`src/verilog/audio_pkg.sv`:
```
package audio_pkg;

    ////////////////////////////////////////////////////////////////////////////
    // Frame format
    ////////////////////////////////////////////////////////////////////////////

    // Bits per channel slot, two slots per frame
    localparam int SAMPLE_BITS = 16;

    // Sine tone resolution, points per period
    localparam int TONE_POINTS = 48;

    // Board reference and codec frame rate, in Hz
    localparam int DEF_REF_CLK     = 18432000;
    localparam int DEF_SAMPLE_RATE = 48000;

    ////////////////////////////////////////////////////////////////////////////
    // Shared types
    ////////////////////////////////////////////////////////////////////////////

    // One audio sample, two's complement on the wire
    typedef logic [SAMPLE_BITS-1:0] sample_t;

    // Sine table index, 0 to 47
    typedef logic [5:0] tone_addr_t;

    // Bit position inside a sample, MSB is 15
    typedef logic [3:0] bit_idx_t;

endpackage

```
`src/verilog/audio_adc_deserializer.sv`:
```
`timescale 1ns/1ps

module audio_adc_deserializer (
    input  logic               iCLK_18_4,
    input  logic               iRST_N,
    input  logic               bck_rise,
    input  logic               frame_start,
    input  logic               aud_adcdat,
    output audio_pkg::sample_t linein
);

    localparam audio_pkg::bit_idx_t MSB_IDX = audio_pkg::bit_idx_t'(audio_pkg::SAMPLE_BITS - 1);

    audio_pkg::sample_t  cap_word;
    audio_pkg::bit_idx_t cap_idx;

    ////////////////////////////////////////////////////////////////////////////
    // Capture pointer, MSB first
    ////////////////////////////////////////////////////////////////////////////
    always_ff @(posedge iCLK_18_4 or negedge iRST_N)
    begin
        if (!iRST_N)
            cap_idx <= MSB_IDX;
        else if (frame_start)
            cap_idx <= MSB_IDX;
        else if (bck_rise)
            cap_idx <= cap_idx - 1'b1;
    end

    // Right slot overwrites left slot after the wrap
    always_ff @(posedge iCLK_18_4)
    begin
        if (bck_rise)
            cap_word[cap_idx] <= aud_adcdat;
    end

    ////////////////////////////////////////////////////////////////////////////
    // Published word
    ////////////////////////////////////////////////////////////////////////////
    // Holds the right slot of the previous frame
    always_ff @(posedge iCLK_18_4 or negedge iRST_N)
    begin
        if (!iRST_N)
            linein <= '0;
        else if (frame_start)
            linein <= cap_word;
    end

endmodule

```
`src/verilog/audio_clk_gen.sv`:
```
`timescale 1ns/1ps

module audio_clk_gen #(
    parameter int REF_CLK     = audio_pkg::DEF_REF_CLK,
    parameter int SAMPLE_RATE = audio_pkg::DEF_SAMPLE_RATE
) (
    input  logic iCLK_18_4,
    input  logic iRST_N,
    output logic aud_bck,
    output logic aud_lrck,
    output logic bck_rise,
    output logic bck_fall,
    output logic frame_start
);

    // Half periods in reference cycles
    // 2 slots of SAMPLE_BITS bits per frame, 2 half periods per bit
    localparam int BCK_HALF  = REF_CLK / (SAMPLE_RATE * audio_pkg::SAMPLE_BITS * 2 * 2);
    localparam int LRCK_HALF = REF_CLK / (SAMPLE_RATE * 2);
    localparam int BCK_W     = $clog2(BCK_HALF + 1);
    localparam int LRCK_W    = $clog2(LRCK_HALF + 1);

    logic [BCK_W-1:0]  bck_div;
    logic [LRCK_W-1:0] lrck_div;
    logic              bck_tc;
    logic              lrck_tc;

    // Terminal counts, last cycle of each half period
    assign bck_tc  = (bck_div == BCK_W'(BCK_HALF - 1));
    assign lrck_tc = (lrck_div == LRCK_W'(LRCK_HALF - 1));

    ////////////////////////////////////////////////////////////////////////////
    // Bit clock divider
    ////////////////////////////////////////////////////////////////////////////
    always_ff @(posedge iCLK_18_4 or negedge iRST_N)
    begin
        if (!iRST_N)
        begin
            bck_div <= '0;
            aud_bck <= 1'b0;
        end
        else if (bck_tc)
        begin
            bck_div <= '0;
            aud_bck <= ~aud_bck;
        end
        else
        begin
            bck_div <= bck_div + 1'b1;
        end
    end

    ////////////////////////////////////////////////////////////////////////////
    // Word clock divider
    ////////////////////////////////////////////////////////////////////////////
    // Half period is a whole number of bit clocks, so both dividers
    // reach terminal count together on a bit clock falling edge
    always_ff @(posedge iCLK_18_4 or negedge iRST_N)
    begin
        if (!iRST_N)
        begin
            lrck_div <= '0;
            aud_lrck <= 1'b0;
        end
        else if (lrck_tc)
        begin
            lrck_div <= '0;
            aud_lrck <= ~aud_lrck;
        end
        else
        begin
            lrck_div <= lrck_div + 1'b1;
        end
    end

    // Edge strobes, high in the cycle whose closing edge flips the level
    assign bck_rise    = bck_tc & ~aud_bck;
    assign bck_fall    = bck_tc & aud_bck;
    // Left slot start
    assign frame_start = lrck_tc & aud_lrck;

endmodule

```
`src/verilog/audio_codec_top.sv`:
```
`timescale 1ns/1ps

module audio_codec_top #(
    parameter int REF_CLK     = audio_pkg::DEF_REF_CLK,
    parameter int SAMPLE_RATE = audio_pkg::DEF_SAMPLE_RATE
) (
    input  logic               iCLK_18_4,
    input  logic               iRST_N,
    input  logic               tone_sel,
    input  audio_pkg::sample_t pulses,
    input  logic               aud_adcdat,
    output logic               aud_bck,
    output logic               aud_lrck,
    output logic               aud_adclrck,
    output logic               aud_data,
    output audio_pkg::sample_t linein
);

    // Strobes from the divider
    logic               bck_rise;
    logic               bck_fall;
    logic               frame_start;
    // Current sine point
    audio_pkg::sample_t tone_sample;

    ////////////////////////////////////////////////////////////////////////////
    // Clocking
    ////////////////////////////////////////////////////////////////////////////
    audio_clk_gen #(
        .REF_CLK     (REF_CLK),
        .SAMPLE_RATE (SAMPLE_RATE)
    ) u_audio_clk_gen (
        .iCLK_18_4   (iCLK_18_4),
        .iRST_N      (iRST_N),
        .aud_bck     (aud_bck),
        .aud_lrck    (aud_lrck),
        .bck_rise    (bck_rise),
        .bck_fall    (bck_fall),
        .frame_start (frame_start)
    );

    // ADC and DAC share one word clock
    assign aud_adclrck = aud_lrck;

    ////////////////////////////////////////////////////////////////////////////
    // Data paths
    ////////////////////////////////////////////////////////////////////////////
    tone_gen u_tone_gen (
        .iCLK_18_4   (iCLK_18_4),
        .iRST_N      (iRST_N),
        .frame_start (frame_start),
        .tone_sample (tone_sample)
    );

    audio_dac_serializer u_audio_dac_serializer (
        .iCLK_18_4   (iCLK_18_4),
        .iRST_N      (iRST_N),
        .bck_fall    (bck_fall),
        .frame_start (frame_start),
        .tone_sel    (tone_sel),
        .tone_sample (tone_sample),
        .pulses      (pulses),
        .aud_data    (aud_data)
    );

    audio_adc_deserializer u_audio_adc_deserializer (
        .iCLK_18_4   (iCLK_18_4),
        .iRST_N      (iRST_N),
        .bck_rise    (bck_rise),
        .frame_start (frame_start),
        .aud_adcdat  (aud_adcdat),
        .linein      (linein)
    );

endmodule

```
`src/verilog/audio_dac_serializer.sv`:
```
`timescale 1ns/1ps

module audio_dac_serializer (
    input  logic               iCLK_18_4,
    input  logic               iRST_N,
    input  logic               bck_fall,
    input  logic               frame_start,
    input  logic               tone_sel,
    input  audio_pkg::sample_t tone_sample,
    input  audio_pkg::sample_t pulses,
    output logic               aud_data
);

    // MSB position, first bit of every slot
    localparam audio_pkg::bit_idx_t MSB_IDX = audio_pkg::bit_idx_t'(audio_pkg::SAMPLE_BITS - 1);

    audio_pkg::sample_t  tx_word;
    audio_pkg::bit_idx_t tx_idx;

    ////////////////////////////////////////////////////////////////////////////
    // Sample latch and bit pointer
    ////////////////////////////////////////////////////////////////////////////
    always_ff @(posedge iCLK_18_4 or negedge iRST_N)
    begin
        if (!iRST_N)
        begin
            // Line idles low until the first frame
            tx_word <= '0;
            tx_idx  <= MSB_IDX;
        end
        else if (frame_start)
        begin
            // Source chosen once per frame
            tx_word <= tone_sel ? tone_sample : pulses;
            tx_idx  <= MSB_IDX;
        end
        else if (bck_fall)
        begin
            // Wraps 0 to 15 at the right slot start
            tx_idx <= tx_idx - 1'b1;
        end
    end

    // Same word in both slots
    // Bit changes on bck falling edge, codec samples on the rising edge
    assign aud_data = tx_word[tx_idx];

endmodule

```
`src/verilog/tone_gen.sv`:
```
`timescale 1ns/1ps

module tone_gen (
    input  logic               iCLK_18_4,
    input  logic               iRST_N,
    input  logic               frame_start,
    output audio_pkg::sample_t tone_sample
);

    audio_pkg::tone_addr_t tone_addr;

    ////////////////////////////////////////////////////////////////////////////
    // Table address, one step per frame
    ////////////////////////////////////////////////////////////////////////////
    always_ff @(posedge iCLK_18_4 or negedge iRST_N)
    begin
        if (!iRST_N)
            tone_addr <= '0;
        else if (frame_start)
        begin
            // Wrap after the last point of the period
            if (tone_addr == audio_pkg::tone_addr_t'(audio_pkg::TONE_POINTS - 1))
                tone_addr <= '0;
            else
                tone_addr <= tone_addr + 1'b1;
        end
    end

    ////////////////////////////////////////////////////////////////////////////
    // Sine table, round(32767 * sin(2*pi*k/48))
    ////////////////////////////////////////////////////////////////////////////
    always_comb
    begin
        case (tone_addr)
            // Positive half period
            6'd0:  tone_sample = 16'sd0;
            6'd1:  tone_sample = 16'sd4277;
            6'd2:  tone_sample = 16'sd8481;
            6'd3:  tone_sample = 16'sd12539;
            6'd4:  tone_sample = 16'sd16383;
            6'd5:  tone_sample = 16'sd19947;
            6'd6:  tone_sample = 16'sd23170;
            6'd7:  tone_sample = 16'sd25996;
            6'd8:  tone_sample = 16'sd28377;
            6'd9:  tone_sample = 16'sd30273;
            6'd10: tone_sample = 16'sd31650;
            6'd11: tone_sample = 16'sd32487;
            6'd12: tone_sample = 16'sd32767;
            6'd13: tone_sample = 16'sd32487;
            6'd14: tone_sample = 16'sd31650;
            6'd15: tone_sample = 16'sd30273;
            6'd16: tone_sample = 16'sd28377;
            6'd17: tone_sample = 16'sd25996;
            6'd18: tone_sample = 16'sd23170;
            6'd19: tone_sample = 16'sd19947;
            6'd20: tone_sample = 16'sd16383;
            6'd21: tone_sample = 16'sd12539;
            6'd22: tone_sample = 16'sd8481;
            6'd23: tone_sample = 16'sd4277;
            // Negative half period, mirror of the first
            6'd24: tone_sample = 16'sd0;
            6'd25: tone_sample = -16'sd4277;
            6'd26: tone_sample = -16'sd8481;
            6'd27: tone_sample = -16'sd12539;
            6'd28: tone_sample = -16'sd16383;
            6'd29: tone_sample = -16'sd19947;
            6'd30: tone_sample = -16'sd23170;
            6'd31: tone_sample = -16'sd25996;
            6'd32: tone_sample = -16'sd28377;
            6'd33: tone_sample = -16'sd30273;
            6'd34: tone_sample = -16'sd31650;
            6'd35: tone_sample = -16'sd32487;
            6'd36: tone_sample = -16'sd32767;
            6'd37: tone_sample = -16'sd32487;
            6'd38: tone_sample = -16'sd31650;
            6'd39: tone_sample = -16'sd30273;
            6'd40: tone_sample = -16'sd28377;
            6'd41: tone_sample = -16'sd25996;
            6'd42: tone_sample = -16'sd23170;
            6'd43: tone_sample = -16'sd19947;
            6'd44: tone_sample = -16'sd16383;
            6'd45: tone_sample = -16'sd12539;
            6'd46: tone_sample = -16'sd8481;
            6'd47: tone_sample = -16'sd4277;
            // Unreachable addresses
            default: tone_sample = '0;
        endcase
    end

endmodule
```
`config.mk`:
```
export PLATFORM = sky130hd
export DESIGN_NAME = audio_codec_top
export DESIGN_NICKNAME = d
export VERILOG_FILES = /design/src/verilog/audio_pkg.sv /design/src/verilog/audio_adc_deserializer.sv /design/src/verilog/audio_clk_gen.sv /design/src/verilog/audio_codec_top.sv /design/src/verilog/audio_dac_serializer.sv /design/src/verilog/tone_gen.sv
export SDC_FILE = /design/constraint.sdc
export NUM_CORES = 1
export LEC_CHECK = 0
export ABC_AREA = 0
export BUFFER_PORTS_ARGS = -buffer_cell sky130_fd_sc_hd__buf_2
export CORE_MARGIN = 2
export CORE_UTILIZATION = 40
export CTS_BUF_LIST = sky130_fd_sc_hd__clkbuf_8
export CTS_CLUSTER_SIZE = 12
export DETAILED_ROUTE_END_ITERATION = 16
export PLACE_DENSITY = 0.57
export SYNTH_ARGS = -nofsm -noshare
export SYNTH_HDL_FRONTEND = slang
export SYNTH_SLANG_ARGS = --single-unit
```
`constraint.sdc`:
```
create_clock -name iCLK_18_4 -period 2.8 [get_ports iCLK_18_4]
set_input_delay 0.28 -clock iCLK_18_4 [delete_from_list [all_inputs] [get_ports iCLK_18_4]]
set_output_delay 0.28 -clock iCLK_18_4 [all_outputs]
set_load 0.01 [all_outputs]
```
# After elaboration in Yosys (flattened, before gate mapping)

Memory sizes are Yosys's and may differ from the RTL's.
Index checks and enable logic that the tools add are counted.

Register bits: 75
ROM bits: 1024
Bits of input ports: 20
Output and inout port bits: 20
Word-level logic and storage cells: 43
Memories: 1

Memories:

| memory          | depth | width | read ports | clocked after Yosys merged registers in | write ports | line           | text |
|---|---|---|---|---|---|---|---|
| (no name shown) | 64    | 16    | 1          | 0                                       | 0           | tone_gen.sv:34 | `case (tone_addr)` |

$add $sub $neg: 5
$lt $le $gt $ge: 3
Equality and inequality tests: 3
Mux-type cells: 13
Bitwise logic cells: 5
Reductions and logical operators: 3

Operator list:

| kind                                                                                | number |
|---|---|
| 16-bit bitwise mux                                                                  | 1 |
| 16-bit two-way mux                                                                  | 1 |
| 4-bit two-way mux                                                                   | 4 |
| 4-bit by 5-bit less-than comparator with 1-bit output, second input constant        | 2 |
| 8-bit by 1-bit adder with 8-bit output, second input constant                       | 1 |
| 8-bit equality test, second input constant                                          | 1 |
| 8-bit two-way mux                                                                   | 1 |
| 4-bit by 1-bit subtractor with 4-bit output, second input constant                  | 2 |
| 6-bit by 1-bit adder with 6-bit output, second input constant                       | 1 |
| 6-bit equality test, second input constant                                          | 1 |
| 6-bit two-way mux                                                                   | 1 |
| 1-bit binary-select mux with 4-bit select                                           | 1 |
| 1-bit demux with 4-bit select                                                       | 1 |
| 4-bit by 1-bit greater-or-equal comparator with 1-bit output, second input constant | 1 |
| 2-bit nonzero test                                                                  | 2 |
| 3-bit by 1-bit adder with 3-bit output, second input constant                       | 1 |
| 1-bit AND                                                                           | 3 |
| 3-bit equality test, second input constant                                          | 1 |
| 3-bit two-way mux                                                                   | 1 |
| 1-bit two-way mux                                                                   | 2 |
| 1-bit inverter                                                                      | 2 |
| 1-bit logical AND                                                                   | 1 |

# Logic depth before layout (Yosys ltp)

Depth in word-level cells: 5
Depth in mapped cells: 8

# By module

Synthesis repeated with hierarchy kept, for this count alone.

Cells, all modules: 448
Area total of the unflattened synthesis: 4574.4 um^2

Modules (own cells, without submodules):

| module                 | times used | cells an instance | area an instance (um^2) | seq. area each (um^2) |
|---|---|---|---|---|
| audio_adc_deserializer | 1          | 97                | 1514.0                  | 985.9 |
| tone_gen               | 1          | 205               | 1408.9                  | 150.1 |
| audio_dac_serializer   | 1          | 96                | 1072.3                  | 505.5 |
| audio_clk_gen          | 1          | 49                | 571.8                   | 325.3 |
| audio_codec_top        | 1          | 1                 | 7.5                     | 0.0 |

# Worst setup path before layout

OpenSTA, ideal clock, no wires.

Path type: reg-to-output
From: reg u_audio_dac_serializer.tx_idx[0]
To: out aud_data
Arrival time: 1806 ps
Path slack: 714 ps
Cell stages (with the launch flop): 4
Path buffers: 1
Path through: dfstp_2 > clkbuf_1 > mux4_2 > mux4_2

Longest elaborated chain between the ends: 2

Ends and longest elaborated chain:

| what                                      | line                       | text |
|---|---|---|
| start, declared                           | audio_dac_serializer.sv:18 | `audio_pkg::bit_idx_t tx_idx;` |
| start signal, assigned                    | audio_dac_serializer.sv:40 | `tx_idx <= tx_idx - 1'b1;` |
| 1-bit binary-select mux with 4-bit select | audio_dac_serializer.sv:46 | `assign aud_data = tx_word[tx_idx];` |
| 1-bit two-way mux (not written as such)   | audio_dac_serializer.sv:46 |  |
| end, declared                             | audio_codec_top.sv:15      | `output logic aud_data,` |

No other way between the ends. The select of a mux whose other input is x is not followed.

# Final worst setup path

Same ends and word-level chain as after synthesis.

==> run_summary.xml <==
<?xml version="1.0" encoding="UTF-8"?>
<metrics>
  <group name="outcome">
    <metric name="outcome" unit="">completed</metric>
  </group>
  <group name="routing">
    <metric name="detail_route.wl_per_cell" unit="µm">17.03</metric>
    <metric name="vias" unit="">3741</metric>
    <metric name="drt_iter0_drc" unit="">340</metric>
    <metric name="avgViaCountPerCell" unit="">5.584</metric>
    <metric name="postRouteAntennaNets" unit="">0</metric>
    <metric name="first_pass_iters" unit="">4</metric>
    <metric name="top_layer" unit="">met4</metric>
    <metric name="met2_length" unit="µm">5078</metric>
    <metric name="drc" unit="">0</metric>
    <metric name="wl_met1" unit="µm">5474</metric>
    <metric name="finalWirelength" unit="µm">11410</metric>
    <metric name="met3_length" unit="µm">642</metric>
  </group>
  <group name="worst_setup_path">
    <metric name="required" unit="ns">2.52</metric>
    <metric name="timing.setup.critical_path_class" unit="">reg -&gt; out</metric>
    <metric name="timing.critical_path.from_type" unit="">flop</metric>
    <metric name="path_max_fanout" unit="">6</metric>
    <metric name="regToRegStartpoint" unit="">u_tone_gen.tone_addr[1]</metric>
    <metric name="setup.worst_path.start" unit="">u_audio_dac_serializer.tx_idx[0]</metric>
    <metric name="worst_setup_path_end_kind" unit="">output port</metric>
    <metric name="critical_path_arrival" unit="ns">2.12</metric>
  </group>
  <group name="floorplanning">
    <metric name="start_util" unit="%">41.24</metric>
    <metric name="boundaryPins" unit="">40</metric>
    <metric name="core_region_area" unit="mm²">0.01094</metric>
    <metric name="die_width" unit="µm">110.2</metric>
    <metric name="floorplan.rows" unit="">38</metric>
    <metric name="dieHeight" unit="µm">110.2</metric>
    <metric name="dieArea" unit="mm²">0.01214</metric>
  </group>
  <group name="logic_synthesis">
    <metric name="synth.net_count" unit="">533</metric>
    <metric name="yosysWarningCount" unit="">0</metric>
    <metric name="synth_area_per_cell" unit="µm²">9.147</metric>
    <metric name="seq_area_frac_synth" unit="%">43.62</metric>
    <metric name="synth.distinct_cells" unit="">60</metric>
    <metric name="async_flop_share" unit="%">78.67</metric>
    <metric name="yosysTopAreaCellShare" unit="%">28.30</metric>
    <metric name="postSynth.topFlopCell" unit="">sky130_fd_sc_hd__dfrtp_1</metric>
    <metric name="most_used_standard_cell_by_instance_count_after_synthesis" unit="">sky130_fd_sc_hd__nand2_1</metric>
    <metric name="leading_post_synthesis_cells_by_instance_count" unit="">sky130_fd_sc_hd__nand2_1 (102), sky130_fd_sc_hd__dfrtp_1 (51), sky130_fd_sc_hd__o21ai_0 (25)</metric>
    <metric name="synthTopCellsByArea" unit="">sky130_fd_sc_hd__dfrtp_1 (28%), sky130_fd_sc_hd__edfxtp_1 (11%), sky130_fd_sc_hd__nand2_1 (8.5%)</metric>
    <metric name="synthesis.instances" unit="">493</metric>
    <metric name="number_of_enable_type_register_cells_in_the_synthesized_netlist" unit="">16</metric>
    <metric name="post_synth_instance_area" unit="mm²">0.004509</metric>
    <metric name="synth_seq_cells" unit="">75</metric>
    <metric name="synth.largest_area_cell" unit="">sky130_fd_sc_hd__dfrtp_1</metric>
  </group>
  <group name="global_route">
    <metric name="global_route_wire_length_before_repair" unit="µm">18310</metric>
    <metric name="grt.overflow.total" unit="">0</metric>
    <metric name="grt_max_degree" unit="">43</metric>
    <metric name="grt_use_total" unit="%">19.73</metric>
    <metric name="number_of_global_route_vias_before_repair" unit="">3476</metric>
    <metric name="antenna_found_initial" unit="">0</metric>
  </group>
  <group name="final_layout">
    <metric name="final_design_area_no_fill" unit="mm²">0.005046</metric>
    <metric name="flow.area_growth_from_synthesis" unit="%">11.90</metric>
    <metric name="fillCellCount" unit="">1067</metric>
    <metric name="n_antenna_cell" unit="">0</metric>
    <metric name="final_net_count" unit="">565</metric>
    <metric name="final_core_util" unit="%">46.14</metric>
    <metric name="final_layout_size_suffix_gt1_share" unit="%">18.49</metric>
  </group>
  <group name="clock_network">
    <metric name="cts_tree" unit="">built</metric>
    <metric name="clockBufferDepth" unit="">2</metric>
    <metric name="cts_made_buffers" unit="">9</metric>
    <metric name="worst_skew_pair.late_latency" unit="ns">0.34</metric>
    <metric name="cts-htree-levels" unit="">3</metric>
    <metric name="number_of_clock_sinks_seen_by_cts" unit="">75</metric>
    <metric name="clk_root_buffer_cell" unit="">sky130_fd_sc_hd__clkbuf_8</metric>
    <metric name="post_cts_resized" unit="">0</metric>
    <metric name="clkTransAtPathRegs" unit="ns">0.08</metric>
  </group>
  <group name="placement">
    <metric name="buffer_ports.inserted" unit="">39</metric>
    <metric name="gp_congestion" unit="">0.9151</metric>
    <metric name="post_dp_area" unit="mm²">0.004842</metric>
    <metric name="dp_hpwl" unit="µm">8305</metric>
    <metric name="post-place-ws" unit="ns">0.6375</metric>
  </group>
  <group name="timing">
    <metric name="slew_headroom" unit="%">53.90</metric>
    <metric name="period_share" unit="%">85.80</metric>
    <metric name="final_max_slew_viol_count" unit="">0</metric>
    <metric name="final.setup.worst_slack" unit="ns">0.3975</metric>
    <metric name="timing.final.setup_violations" unit="">0</metric>
    <metric name="timing.setup.tns" unit="ns">0</metric>
    <metric name="achievable-frequency" unit="GHz">0.4162</metric>
    <metric name="worst-slew-pin-transition" unit="ns">0.6916</metric>
    <metric name="period_minus_slack" unit="ns">2.403</metric>
    <metric name="grt_setup_unrepaired" unit="">false</metric>
    <metric name="fin_hold_ws" unit="ns">0.2115</metric>
    <metric name="skew" unit="ns">0.009133</metric>
    <metric name="final-hold-violation-count" unit="">0</metric>
  </group>
  <group name="power_and_ir_drop">
    <metric name="ir_drop" unit="µV">275.2</metric>
    <metric name="leakagePower" unit="nW">2.221</metric>
    <metric name="power.density_cell_area" unit="mW/mm²">394.5</metric>
  </group>
  <group name="min_path">
    <metric name="worstHoldPathType" unit="">in -&gt; reg</metric>
    <metric name="min-delay-start" unit="">pulses[8]</metric>
  </group>
  <group name="run">
    <metric name="max_cap_violations" unit="">0</metric>
  </group>
</metrics>
[state kept, by name, indices dropped and copies added, names as in the netlist]
| register | flops |
|---|---|
| u_tone_gen.tone_addr | 6 |
| u_audio_adc_deserializer.cap_idx | 4 |
| u_audio_dac_serializer.tx_word | 16 |
| u_audio_adc_deserializer.cap_word | 16 |
| u_audio_clk_gen.bck_div | 3 |
| u_audio_adc_deserializer.linein | 16 |
| u_audio_dac_serializer.tx_idx | 4 |
| u_audio_clk_gen.aud_lrck | 1 |
| u_audio_clk_gen.lrck_div | 8 |
| u_audio_clk_gen.aud_bck | 1 |
[cell families after synthesis]
group	Yosys count	share of synthesized area, %
AND/OR/NAND/NOR	201	21.09
AO/OA/AOI/OAI	113	16.29
flip-flops	75	43.62
buffers and inverters	57	5.688
adder cells (fa/ha/maj)	20	5.549
multiplexers	17	5.827
XOR/XNOR	10	1.942
[metal layers]
layer	global-route usage, %	vias up
met5	0	-
met4	4.821	0
met2	29.23	115
met1	29.46	1808
li1	-	1801
met3	4.115	17
[per-stage QoR]
| step | std cells | total power [mW] |
|---|---|---|
| final | 670 | 1.991 |
| after global routing | 670 | 2.072 |
| after CTS | 670 | 2.025 |
| after detailed placement | 653 | 1.204 |
| after global placement | 653 | 1.202 |
| after floorplan | 493 | 1.154 |
[cell usage in the layout, fill, tap and decap left out, types with 4 or more instances in the layout]
cell                         n
sky130_fd_sc_hd__dfstp_2     8
sky130_fd_sc_hd__nor4_1      7
sky130_fd_sc_hd__dfrtp_1    51
sky130_fd_sc_hd__a21oi_1    17
sky130_fd_sc_hd__nor2_1     23
sky130_fd_sc_hd__nor2b_1     9
sky130_fd_sc_hd__buf_2      39
sky130_fd_sc_hd__clkbuf_8   10
sky130_fd_sc_hd__xnor2_1     6
sky130_fd_sc_hd__ha_1       20
sky130_fd_sc_hd__o21ai_0    25
sky130_fd_sc_hd__mux2_2      4
sky130_fd_sc_hd__buf_4      16
sky130_fd_sc_hd__xor2_1      4
sky130_fd_sc_hd__inv_1      20
sky130_fd_sc_hd__nand2_1   102
sky130_fd_sc_hd__a211o_1     4
sky130_fd_sc_hd__mux2i_1     6
sky130_fd_sc_hd__nand3_1    18
sky130_fd_sc_hd__o21ai_1    17
sky130_fd_sc_hd__nor3_1      5
sky130_fd_sc_hd__o211ai_1    7
sky130_fd_sc_hd__nand2b_1   15
sky130_fd_sc_hd__and3_1      6
sky130_fd_sc_hd__a311oi_1    4
sky130_fd_sc_hd__a31oi_1     8
sky130_fd_sc_hd__mux4_2      7
sky130_fd_sc_hd__edfxtp_1   16
[timing repair]
item                                   CTS  global route
hold buffers                             1             0
buffers inserted                         0             0
endpoints found under the hold margin   17             0
[worst paths after layout]
path                            cells after the start  slack (ns)                             endpoint
worst max register to register                      7        0.58   u_audio_dac_serializer.tx_word[13]
worst min-delay path                                3        0.21    u_audio_dac_serializer.tx_word[8]
max in group asynchronous                           3        1.74  u_audio_adc_deserializer.cap_idx[1]
min in group asynchronous                           2        0.41              u_tone_gen.tone_addr[5]
worst max-delay path                                3        0.40                             aud_data
worst min register to register                      2        0.45  u_audio_adc_deserializer.linein[11]
[worst max-delay path, cell delays in order (launching register included)]
cell	delay (ns)
sky130_fd_sc_hd__dfstp_2	0.63
sky130_fd_sc_hd__mux4_2	0.52
sky130_fd_sc_hd__mux4_2	0.47
sky130_fd_sc_hd__buf_2	0.16
[cell type report]
class                      count  area (µm²)  area share, %
sequential                    75        1967          38.98
clock inverter                 6       56.30          1.116
multi-input combinational    361        2286          45.30
inverter                      21       78.83          1.562
tap                          140       175.2          3.471
clock buffer                  10       137.6          2.727
timing repair buffer          57       345.3          6.844
[report_power, final]
group | total (mW) | internal [mW] | switching (mW)
Sequential | 1.12 | 1.12 | 0.00102
Combinational | 0.0635 | 0.0210 | 0.0425
Clock | 0.810 | 0.428 | 0.381
Power figures use the tool's default switching activity.
